### config.mk
export PLATFORM = sky130hd
export DESIGN_NAME = object_tracer_top
export DESIGN_NICKNAME = d
export VERILOG_FILES = /design/src/verilog/rt_geom_pkg.sv /design/src/verilog/rt_trace_pkg.sv /design/src/verilog/isqrt.sv /design/src/verilog/ray_intersect.sv /design/src/verilog/hit_point.sv /design/src/verilog/scene_store.sv /design/src/verilog/check_objects.sv /design/src/verilog/object_tracer_top.sv
export SDC_FILE = /design/constraint.sdc
export NUM_CORES = 2
export LEC_CHECK = 0
export ABC_AREA = 1
export BUFFER_PORTS_ARGS = -buffer_cell sky130_fd_sc_hd__buf_4
export CORE_MARGIN = 2
export CORE_UTILIZATION = 30
export DETAILED_ROUTE_END_ITERATION = 12
export PLACE_DENSITY = 0.45
export SLEW_MARGIN = 5
export SYNTH_ARGS = -nofsm -noshare
export SYNTH_HDL_FRONTEND = slang
export SYNTH_SLANG_ARGS = --single-unit
### constraint.sdc
create_clock -name aclk -period 8.9 [get_ports aclk]
set_clock_uncertainty 0.15 [all_clocks]
set_input_delay 1.78 -clock aclk [delete_from_list [all_inputs] [get_ports aclk]]
set_output_delay 1.78 -clock aclk [all_outputs]
set_load 0.03 [all_outputs]
### src/verilog/rt_geom_pkg.sv
package rt_geom_pkg;

  localparam int COORD_W = 12;

  localparam int SCREEN_W = 1024;
  localparam int SCREEN_H = 768;

  typedef logic signed [COORD_W-1:0] coord_t;

  typedef struct packed {
    coord_t x;
    coord_t y;
    coord_t z;
  } vec3_t;

  typedef struct packed {
    coord_t cx;
    coord_t cy;
    coord_t cz;
    coord_t r;
    coord_t pad0;                                      // Fills the word to cylinder size
    coord_t pad1;
  } sphere_t;

  typedef struct packed {
    coord_t cx;
    coord_t cz;
    coord_t r;
    coord_t y_lo;                                      // Upright along y, closed range
    coord_t y_hi;
    coord_t pad0;
  } cylinder_t;

  typedef union packed {
    sphere_t   sph;
    cylinder_t cyl;
  } obj_desc_t;

endpackage

### src/verilog/rt_trace_pkg.sv
package rt_trace_pkg;

  localparam int OBJ_IDX_W = 4;
  localparam int DEPTH_W = 13;

  typedef logic [OBJ_IDX_W-1:0] obj_idx_t;

  // Hit depth along z, larger is nearer to the viewer
  typedef logic signed [DEPTH_W-1:0] depth_t;

  localparam depth_t NO_HIT_DEPTH = {1'b1, {(DEPTH_W-1){1'b0}}};

  // Bit positions in select_objs
  localparam int SEL_SPHERE = 1;
  localparam int SEL_CYL = 0;

  typedef logic [10:0] hcount_t;
  typedef logic [9:0]  vcount_t;

endpackage

### src/verilog/isqrt.sv
`timescale 1ns/1ps

module isqrt (
  input  logic        aclk,
  input  logic        aresetn,
  input  logic        start,
  input  logic [23:0] radicand,
  output logic        done,
  output logic [11:0] root
);

  localparam int ISQRT_STEPS = 12;

  logic [23:0] rad_q;
  logic [13:0] rem_q;
  logic [11:0] root_q;
  logic [3:0]  step_q;
  logic        busy;

  logic [23:0] rad_in;
  logic [13:0] rem_in;
  logic [11:0] root_in;
  logic [13:0] rem_sh;
  logic [13:0] trial;
  logic        ge;

  // First step works straight from the input word
  always_comb begin
    rad_in  = start ? radicand : rad_q;
    rem_in  = start ? '0 : rem_q;
    root_in = start ? '0 : root_q;
    rem_sh  = {rem_in[11:0], rad_in[23:22]};         // Remainder stays below 2^12 before a step
    trial   = {root_in, 2'b01};
    ge      = rem_sh >= trial;
  end

  always_ff @(posedge aclk) begin
    if (aresetn) begin
      busy   <= 1'b0;
      done   <= 1'b0;
      step_q <= '0;
    end else begin
      done <= 1'b0;
      if (start) begin
        busy   <= 1'b1;
        step_q <= 4'd1;
      end else if (busy) begin
        step_q <= step_q + 4'd1;
        if (step_q == 4'(ISQRT_STEPS - 1)) begin
          busy <= 1'b0;
          done <= 1'b1;                                // Last root bit lands with this edge
        end
      end
    end
  end

  always_ff @(posedge aclk) begin
    if (start || busy) begin
      rad_q  <= {rad_in[21:0], 2'b00};
      rem_q  <= ge ? rem_sh - trial : rem_sh;
      root_q <= {root_in[10:0], ge};
    end
  end

  assign root = root_q;

endmodule

### src/verilog/ray_intersect.sv
`timescale 1ns/1ps

module ray_intersect
  import rt_geom_pkg::*, rt_trace_pkg::*;
(
  input  logic      aclk,
  input  logic      aresetn,
  input  logic      start,
  input  coord_t    px,
  input  coord_t    py,
  input  obj_desc_t obj,
  input  logic      is_cylinder,
  output logic      done,
  output logic      hit,
  output depth_t    depth
);

  coord_t             cx;
  coord_t             cz;
  coord_t             r;
  logic signed [12:0] dx;
  logic signed [12:0] dy;
  logic signed [26:0] dx_sq;
  logic signed [26:0] dy_sq;
  logic signed [26:0] r_sq;
  logic signed [26:0] disc;
  logic               y_out;

  logic [23:0]        rad_q;
  coord_t             cz_q;
  logic               neg_q;
  logic               y_out_q;
  logic               sqrt_start;
  logic               sqrt_done;
  logic [11:0]        sqrt_root;

  always_comb begin
    cx = obj.sph.cx;                                   // Center x sits in the same bits in both views
    if (is_cylinder) begin
      cz    = obj.cyl.cz;
      r     = obj.cyl.r;
      dy    = '0;                                      // Infinite along y inside its range
      y_out = (py < obj.cyl.y_lo) || (py > obj.cyl.y_hi);
    end else begin
      cz    = obj.sph.cz;
      r     = obj.sph.r;
      dy    = py - obj.sph.cy;
      y_out = 1'b0;
    end
    dx    = px - cx;
    dx_sq = dx * dx;
    dy_sq = dy * dy;
    r_sq  = r * r;
    disc  = r_sq - dx_sq - dy_sq;
  end

  always_ff @(posedge aclk) begin
    if (aresetn) begin
      sqrt_start <= 1'b0;
      done       <= 1'b0;
    end else begin
      sqrt_start <= start;
      done       <= sqrt_done;
    end
  end

  always_ff @(posedge aclk) begin
    if (start) begin
      rad_q   <= disc[23:0];                           // A nonnegative disc is at most r^2
      cz_q    <= cz;
      neg_q   <= disc < 0;
      y_out_q <= y_out;
    end
    if (sqrt_done) begin
      depth <= depth_t'(cz_q) + depth_t'({1'b0, sqrt_root});
      hit   <= !neg_q && !y_out_q;
    end
  end

  isqrt i_isqrt (
    .aclk     (aclk),
    .aresetn  (aresetn),
    .start    (sqrt_start),
    .radicand (rad_q),
    .done     (sqrt_done),
    .root     (sqrt_root)
  );

endmodule

### src/verilog/hit_point.sv
`timescale 1ns/1ps

module hit_point
  import rt_geom_pkg::*, rt_trace_pkg::*;
(
  input  coord_t    px,
  input  coord_t    py,
  input  depth_t    depth,
  input  obj_desc_t obj,
  input  logic      is_cylinder,
  output vec3_t     hit_pos,
  output vec3_t     hit_normal
);

  coord_t cx;
  coord_t cy;
  coord_t cz;
  coord_t z;

  always_comb begin
    z  = coord_t'(depth);                              // Scene keeps hits inside coordinate range
    cx = obj.sph.cx;                                   // Same bits in both views

    if (is_cylinder) begin
      cy = '0;
      cz = obj.cyl.cz;
    end else begin
      cy = obj.sph.cy;
      cz = obj.sph.cz;
    end

    hit_pos.x = px;
    hit_pos.y = py;
    hit_pos.z = z;

    // Unnormalized radial normal for both kinds
    hit_normal.x = px - cx;
    hit_normal.y = is_cylinder ? coord_t'(0) : py - cy;
    hit_normal.z = z - cz;
  end

endmodule

### src/verilog/scene_store.sv
`timescale 1ns/1ps

module scene_store
  import rt_geom_pkg::*, rt_trace_pkg::*;
#(
  parameter int NUM_CYL = 10
) (
  input  logic      aclk,
  input  logic      wr_en,
  input  obj_idx_t  wr_idx,
  input  obj_desc_t wr_data,
  input  obj_idx_t  rd_idx_a,
  input  obj_idx_t  rd_idx_b,
  output obj_desc_t rd_data_a,
  output obj_desc_t rd_data_b
);

  localparam int NUM_OBJ = NUM_CYL + 1;                // Cylinders first, sphere last

  obj_desc_t mem [NUM_OBJ];

  always_ff @(posedge aclk) begin
    if (wr_en && int'(wr_idx) < NUM_OBJ) begin
      mem[wr_idx] <= wr_data;
    end
  end

  // Two asynchronous read ports for test and winner lookups
  assign rd_data_a = (int'(rd_idx_a) < NUM_OBJ) ? mem[rd_idx_a] : '0;
  assign rd_data_b = (int'(rd_idx_b) < NUM_OBJ) ? mem[rd_idx_b] : '0;

endmodule

### src/verilog/check_objects.sv
`timescale 1ns/1ps

module check_objects
  import rt_geom_pkg::*, rt_trace_pkg::*;
#(
  parameter int NUM_CYL = 10
) (
  input  logic      aclk,
  input  logic      aresetn,
  input  logic      ray_valid,
  output logic      ray_ready,
  input  hcount_t   ray_hcount,
  input  vcount_t   ray_vcount,
  input  logic [1:0] select_objs,
  output obj_idx_t  test_idx,
  output obj_idx_t  win_idx,
  input  obj_desc_t test_obj,
  input  obj_desc_t win_obj,
  output logic      result_valid,
  output vec3_t     hit_point,
  output vec3_t     normal,
  output logic      hit_sphere,
  output logic      hit_cylinder,
  output hcount_t   hcount_out,
  output vcount_t   vcount_out
);

  typedef enum logic [1:0] {ST_IDLE, ST_TEST, ST_FINISH} state_t;

  localparam obj_idx_t SPHERE_IDX = obj_idx_t'(NUM_CYL);

  state_t   state;
  logic     busy;
  logic     accept;
  logic     any_sel;
  obj_idx_t first_sel;
  obj_idx_t last_sel;
  obj_idx_t cur_idx;
  obj_idx_t last_idx;
  obj_idx_t best_idx;
  depth_t   best_depth;
  logic     found;
  hcount_t  hcount_q;
  vcount_t  vcount_q;
  coord_t   ray_px;
  coord_t   ray_py;
  logic     test_is_cyl;
  logic     win_is_cyl;
  logic     isect_start;
  logic     isect_done;
  logic     isect_hit;
  depth_t   isect_depth;
  vec3_t    hp_pos;
  vec3_t    hp_normal;

  assign busy      = state != ST_IDLE;
  assign ray_ready = !busy;
  assign accept    = ray_valid && ray_ready;

  // Batch bounds, as a contiguous index range
  assign any_sel   = select_objs[SEL_SPHERE] || select_objs[SEL_CYL];
  assign first_sel = select_objs[SEL_CYL] ? '0 : SPHERE_IDX;
  assign last_sel  = select_objs[SEL_SPHERE] ? SPHERE_IDX : SPHERE_IDX - 1'b1;

  // Orthographic ray origin from the pixel position
  assign ray_px = coord_t'($signed({1'b0, hcount_q}) - SCREEN_W / 2);
  assign ray_py = coord_t'(SCREEN_H / 2 - $signed({1'b0, vcount_q}));

  assign test_idx    = cur_idx;
  assign win_idx     = best_idx;
  assign test_is_cyl = cur_idx != SPHERE_IDX;
  assign win_is_cyl  = best_idx != SPHERE_IDX;
  assign found       = best_depth != NO_HIT_DEPTH;

  always_ff @(posedge aclk) begin
    if (aresetn) begin
      state        <= ST_IDLE;
      isect_start  <= 1'b0;
      result_valid <= 1'b0;
      hit_sphere   <= 1'b0;
      hit_cylinder <= 1'b0;
      cur_idx      <= '0;
      last_idx     <= '0;
      best_idx     <= '0;
      best_depth   <= NO_HIT_DEPTH;
    end else begin
      isect_start <= 1'b0;
      case (state)
        ST_IDLE: begin
          if (accept) begin
            cur_idx     <= first_sel;
            last_idx    <= last_sel;
            best_idx    <= first_sel;
            best_depth  <= NO_HIT_DEPTH;
            isect_start <= any_sel;
            state       <= any_sel ? ST_TEST : ST_FINISH;   // Empty batch goes straight out
          end
        end
        ST_TEST: begin
          if (isect_done) begin
            if (isect_hit && isect_depth > best_depth) begin  // Strict, lower index keeps ties
              best_depth <= isect_depth;
              best_idx   <= cur_idx;
            end
            if (cur_idx == last_idx) begin
              state <= ST_FINISH;
            end else begin
              cur_idx     <= cur_idx + 1'b1;
              isect_start <= 1'b1;
            end
          end
        end
        ST_FINISH: begin
          if (!result_valid) begin
            result_valid <= 1'b1;
            hit_sphere   <= found && !win_is_cyl;
            hit_cylinder <= found && win_is_cyl;
          end else begin
            result_valid <= 1'b0;                      // Ready returns the cycle after the strobe
            state        <= ST_IDLE;
          end
        end
        default: state <= ST_IDLE;
      endcase
    end
  end

  always_ff @(posedge aclk) begin
    if (accept) begin
      hcount_q <= ray_hcount;
      vcount_q <= ray_vcount;
    end
    if (state == ST_FINISH && !result_valid) begin
      hit_point  <= hp_pos;
      normal     <= hp_normal;
      hcount_out <= hcount_q;
      vcount_out <= vcount_q;
    end
  end

  ray_intersect i_ray_intersect (
    .aclk        (aclk),
    .aresetn     (aresetn),
    .start       (isect_start),
    .px          (ray_px),
    .py          (ray_py),
    .obj         (test_obj),
    .is_cylinder (test_is_cyl),
    .done        (isect_done),
    .hit         (isect_hit),
    .depth       (isect_depth)
  );

  hit_point i_hit_point (
    .px          (ray_px),
    .py          (ray_py),
    .depth       (best_depth),
    .obj         (win_obj),
    .is_cylinder (win_is_cyl),
    .hit_pos     (hp_pos),
    .hit_normal  (hp_normal)
  );

endmodule

### src/verilog/object_tracer_top.sv
`timescale 1ns/1ps

module object_tracer_top
  import rt_geom_pkg::*, rt_trace_pkg::*;
#(
  parameter int NUM_CYL = 10
) (
  input  logic       aclk,
  input  logic       aresetn,
  input  logic       obj_wr_en,
  input  obj_idx_t   obj_wr_idx,
  input  obj_desc_t  obj_wr_data,
  input  logic       ray_valid,
  output logic       ray_ready,
  input  hcount_t    ray_hcount,
  input  vcount_t    ray_vcount,
  input  logic [1:0] select_objs,
  output logic       result_valid,
  output vec3_t      hit_point,
  output vec3_t      normal,
  output logic       hit_sphere,
  output logic       hit_cylinder,
  output hcount_t    hcount_out,
  output vcount_t    vcount_out
);

  obj_idx_t  test_idx;
  obj_idx_t  win_idx;
  obj_desc_t test_obj;
  obj_desc_t win_obj;

  scene_store #(
    .NUM_CYL (NUM_CYL)
  ) i_scene_store (
    .aclk      (aclk),
    .wr_en     (obj_wr_en),
    .wr_idx    (obj_wr_idx),
    .wr_data   (obj_wr_data),
    .rd_idx_a  (test_idx),                             // Object under test
    .rd_idx_b  (win_idx),                              // Current nearest hit
    .rd_data_a (test_obj),
    .rd_data_b (win_obj)
  );

  check_objects #(
    .NUM_CYL (NUM_CYL)
  ) i_check_objects (
    .aclk         (aclk),
    .aresetn      (aresetn),
    .ray_valid    (ray_valid),
    .ray_ready    (ray_ready),
    .ray_hcount   (ray_hcount),
    .ray_vcount   (ray_vcount),
    .select_objs  (select_objs),
    .test_idx     (test_idx),
    .win_idx      (win_idx),
    .test_obj     (test_obj),
    .win_obj      (win_obj),
    .result_valid (result_valid),
    .hit_point    (hit_point),
    .normal       (normal),
    .hit_sphere   (hit_sphere),
    .hit_cylinder (hit_cylinder),
    .hcount_out   (hcount_out),
    .vcount_out   (vcount_out)
  );

endmodule

==> impl_summary.md <==
Routing
The total DRC errors in the routed layout is 0. Dividing the detail-routed wire length by the instance count gives 20.53 um. For this block, the initial DRC count from the detailed router was 3094.

The post-detailed-routing wire length is 192.5 mm. In the routed layout, each cell is associated on average with a via count of 4.754. The first-pass iteration count of the detailed router is 5. Once detail routing completed, the nets flagged for antenna violations numbered 0. The total number of vias is 44580.

Synthesis
The fraction of synthesis flops using an asynchronous set or reset pin is 0%. The share of the synthesized netlist area taken by xor and xnor gates is 1.556%. The cell area that synthesis handed to floorplanning was 60230 um^2. After synthesis the netlist holds a flip-flop and latch count of 907. The area fraction in compound gates after synthesis is 11.83%. The most used flip-flop cell after synthesis is edfxtp_1. The count of unique library cells instantiated by Yosys is 60.

The multiplexer fraction of the synthesized cell area is 0.01662%. The post-synthesis share of cell area spent on full adders, half adders and majority gates is 23.39%. By area, the combinational part of the netlist is dominated by adder cells. The Yosys step of the flow raised 0 warnings. Counting every instance in the synthesized netlist gives 5897. A synthesized cell averages 10.21 um^2. The number of enable-type register cells in the synthesized netlist is 861. The basic-gate share of the synthesized area counting and, or, nand and nor cells is 9.778%. Of the synthesized area, sequential elements account for 44.46%. The post-synth net total is 6811.

Cells and area
Compared with the post-synthesis result, the final layout area differs by 25.39%. After the last flow step, the layout net total stands at 7543. The leading cell type in the layout, fill and taps excluded is inv_1. After filler insertion, the fill cell instance count of the layout stands at 19680.

The total area of multi-input combinational cells is 29780 um^2. In the layout the commonest cells are 995 x inv_1, 861 x edfxtp_1, 791 x buf_4, 641 x nand2_1, 491 x fa_1. The sequential standard cell area is 26800 um^2. The post-route netlist has 21.64% of its cells at a drive strength greater than 1. Once layout is done, the placed cells without fillers occupy 75520 um^2.

STA
The slew at the pin closest to its max-slew limit is 1148 ps. The hold violation total from the final report is 0. Setup violations remaining at the end of the flow were counted as 10. For this run, the top clock speed supported by timing is 0.1070 GHz. Across all setup checks in the final design, the least slack found is -449.1 ps. Headroom to the max-slew limit came out at 22.69%. The number of slew-limit violations in the final report is 0. Setup repair after global routing could not meet its margin everywhere. Dividing the final minimum period by the clock period gives 105.0%.

After layout, the minimum clock period comes to 9349 ps.

Placed design
OpenSTA, run right after detailed placement, puts the worst setup slack at -1133 ps. The quantity of I/O buffers inserted on ports is 187. Detailed placement finished with a half-perimeter wire length of 134.5 mm.

The total placed instance area is 68730 um^2. The routability congestion estimate is 0.8453.

Critical path
The critical path ends at i_check_objects.i_ray_intersect.rad_q[23]. The most numerous cell type found on the critical path is fa_1. The arrival time of the worst setup path is 9690 ps. Counting both buffers and inverters, the worst setup path holds a total of 11. The critical path is of the flip-flop to flip-flop type.

The largest delay contributor family on the critical path is adder cells. The slowest stage of the critical path belongs to the cell fa_2. Counting cells, the worst reg-to-reg path comes to 43. The setup slack of the most critical reg-to-reg path is -450 ps. The kind of capture point of the worst setup path is a flip-flop. The launching element type of the critical path is a flip-flop. The highest fanout seen on the critical path is 8. STA puts the critical path data required time at 9250 ps.

The number of gates on the worst path with buffers counted is 43. The maximum cell stage delay along the critical path is 600 ps. The endpoint of the worst register-to-register path is i_check_objects.i_ray_intersect.rad_q[23].

Global routing
The number of global-route vias before repair was 45410. The met1 track utilization from global routing is 25.11%. The number of antenna violations at the first check in global routing is 14. In this run the most used layer during global routing was met2. Entering global routing, the biggest net connects 94 pins. The first global-routing pass estimated 288.7 mm of wire. The leftover overflow at the end of global routing is 0.

The global-route track usage on met3 is 2.439%. The all-layer global routing usage is 18.83%. The fraction of met2 tracks used by global routing is 31.73%.

Floorplan
The total area inside the core boundary comes to 199700 um^2. Once the floorplan was initialized, standard cells occupied 30.17% of the core. From left edge to right edge, the die measures 452.1 um.

The die area is 204400 um^2. The placement row count is 164. During I/O placement, the number of pins put on the boundary was 200. The die extent in y is 452.1 um.

CTS
The number of clock sinks seen by CTS is 907. After clock tree synthesis, the clock-pin slew on the worst setup and hold paths is 70 ps. The clock reaches the later pin of the worst-skew pair after 750 ps. The largest buffer count on any clock path is 3. The TritonCTS buffer count is 104. The H-tree was split into 3 levels. TritonCTS built the clock tree. The clock tree root buffer cell is clkbuf_16. Buffers inserted to repair hold after CTS numbered 0.

Status
The final reports fail on setup timing. The flow ran to the end, but the final reports show violations.

Worst hold path
The startpoint identified for the worst hold timing path is i_check_objects.hcount_q[0]. In this run the worst hold path is classified as flip-flop to flip-flop.

Job
Max-cap violations in this run came to 0.
-- synth_stat cells, types with 2 or more instances --
library cell / n / share of area (%)
clkinv_1: 3 / 0.019
buf_6: 13 / 0.24
a31oi_1: 5 / 0.052
o21ai_1: 39 / 0.32
buf_1: 35 / 0.22
o31ai_1: 12 / 0.15
inv_1: 1032 / 6.4
nand2_1: 698 / 4.3
o211ai_1: 103 / 1.3
o2111ai_1: 2 / 0.029
buf_4: 43 / 0.54
nor2_1: 456 / 2.8
or2_2: 11 / 0.11
a21boi_2: 2 / 0.037
clkbuf_1: 102 / 0.64
o21a_1: 7 / 0.087
o22ai_1: 13 / 0.14
nand3_1: 225 / 1.9
nand3b_1: 4 / 0.050
o21ai_0: 527 / 4.4
fa_1: 525 / 17
dfxtp_1: 46 / 1.5
and2_1: 4 / 0.042
inv_2: 17 / 0.11
nand2_2: 4 / 0.042
edfxtp_1: 861 / 43
a21boi_0: 4 / 0.050
o221ai_1: 45 / 0.65
a21o_1: 5 / 0.062
a211oi_1: 19 / 0.24
o21bai_1: 10 / 0.12
a22oi_1: 2 / 0.025
ha_1: 286 / 5.9
a32o_1: 2 / 0.033
nand3_2: 3 / 0.050
nor4_1: 8 / 0.083
xnor2_1: 45 / 0.65
nor3_1: 24 / 0.20
buf_2: 92 / 0.76
xor2_1: 62 / 0.90
nand4_1: 10 / 0.10
a21oi_1: 468 / 3.9
o21ai_2: 6 / 0.087
-- cell families (layout without fill, tap and decap cells) --
family / count (synthesis) / count (layout)
compound gates: 1282 / 1282
xor+xnor: 107 / 107
fa+ha+maj: 811 / 811
buf+inv: 1339 / 2157
flops: 907 / 907
mux: 1 / 1
other cells: 0 / 6
simple gates: 1450 / 1450
-- sequential cells by signal, summed over array words and instances, names as in the netlist, 4 cells and up, named ones only --
signal and count:
i_check_objects.hit_point 35, i_check_objects.vcount_q 10, i_check_objects.hcount_q 11, i_check_objects.i_ray_intersect.i_isqrt.rad_q 22, i_check_objects.i_ray_intersect.i_isqrt.root 12, i_check_objects.i_ray_intersect.cz_q 12, i_check_objects.normal 36, i_check_objects.best_depth 13
i_check_objects.i_ray_intersect.i_isqrt.rem_q 12, i_check_objects.win_idx 4, i_check_objects.i_ray_intersect.rad_q 24, i_scene_store.mem 660, i_check_objects.i_ray_intersect.i_isqrt.step_q 4, i_check_objects.vcount_out 9, i_check_objects.test_idx 4, i_check_objects.i_ray_intersect.depth 13
-- how the worst min path moves through the flow --
stage	end	slack, ps	depth (start not counted)
floorplan	i_check_objects.hcount_out[10]	280	0
global placement	i_check_objects.hcount_out[9]	290	0
detailed placement	i_check_objects.hcount_out[9]	290	0
CTS	i_check_objects.hit_point[24]	300	0
global route	i_check_objects.hit_point[24]	300	0
finish	i_check_objects.hit_point[24]	300	0
-- repair_timing --
item,in CTS,in global routing
gates cloned,14,3
pin swaps,138,142
endpoints found under the setup margin,16,16
setup buffers,74,25
gates resized for setup,404,159
hold endpoints to repair,0,0
-- routing by layer --
layer / wire [um] / vias up
met4: 6018 / 8
met3: 9431 / 270
met2: 93350 / 1109
met5: 45 / -
met1: 83680 / 22140
li1: - / 21050
-- final cells by class --
cell class / instances / share of cell area [%]
diodes: 6 / 0.01988
multi-input cells: 3651 / 39.44
well taps: 2656 / 4.400
flip-flops and latches: 907 / 35.48
repair buffers: 912 / 10.78
clock inverters: 69 / 0.9924
inverters: 1053 / 5.318
clock buffers: 123 / 3.567
-- stage by stage --
stage                     setup TNS (ps)  std cells  hold WS, ps  util, %
after CTS                          -1319       9347        303.2    37.44
after floorplan                        0       5897        276.4        -
final                              -2593       9377        301.4    37.83
after global placement            -11460       9070        290.1    34.43
after global routing               -6999       9372        304.2    37.82
after detailed placement          -12470       9070        286.0    34.43
Power is left out: the tool's default activity adds up to more than one toggle a clock period on the data nets, which glitch-free logic cannot reach.
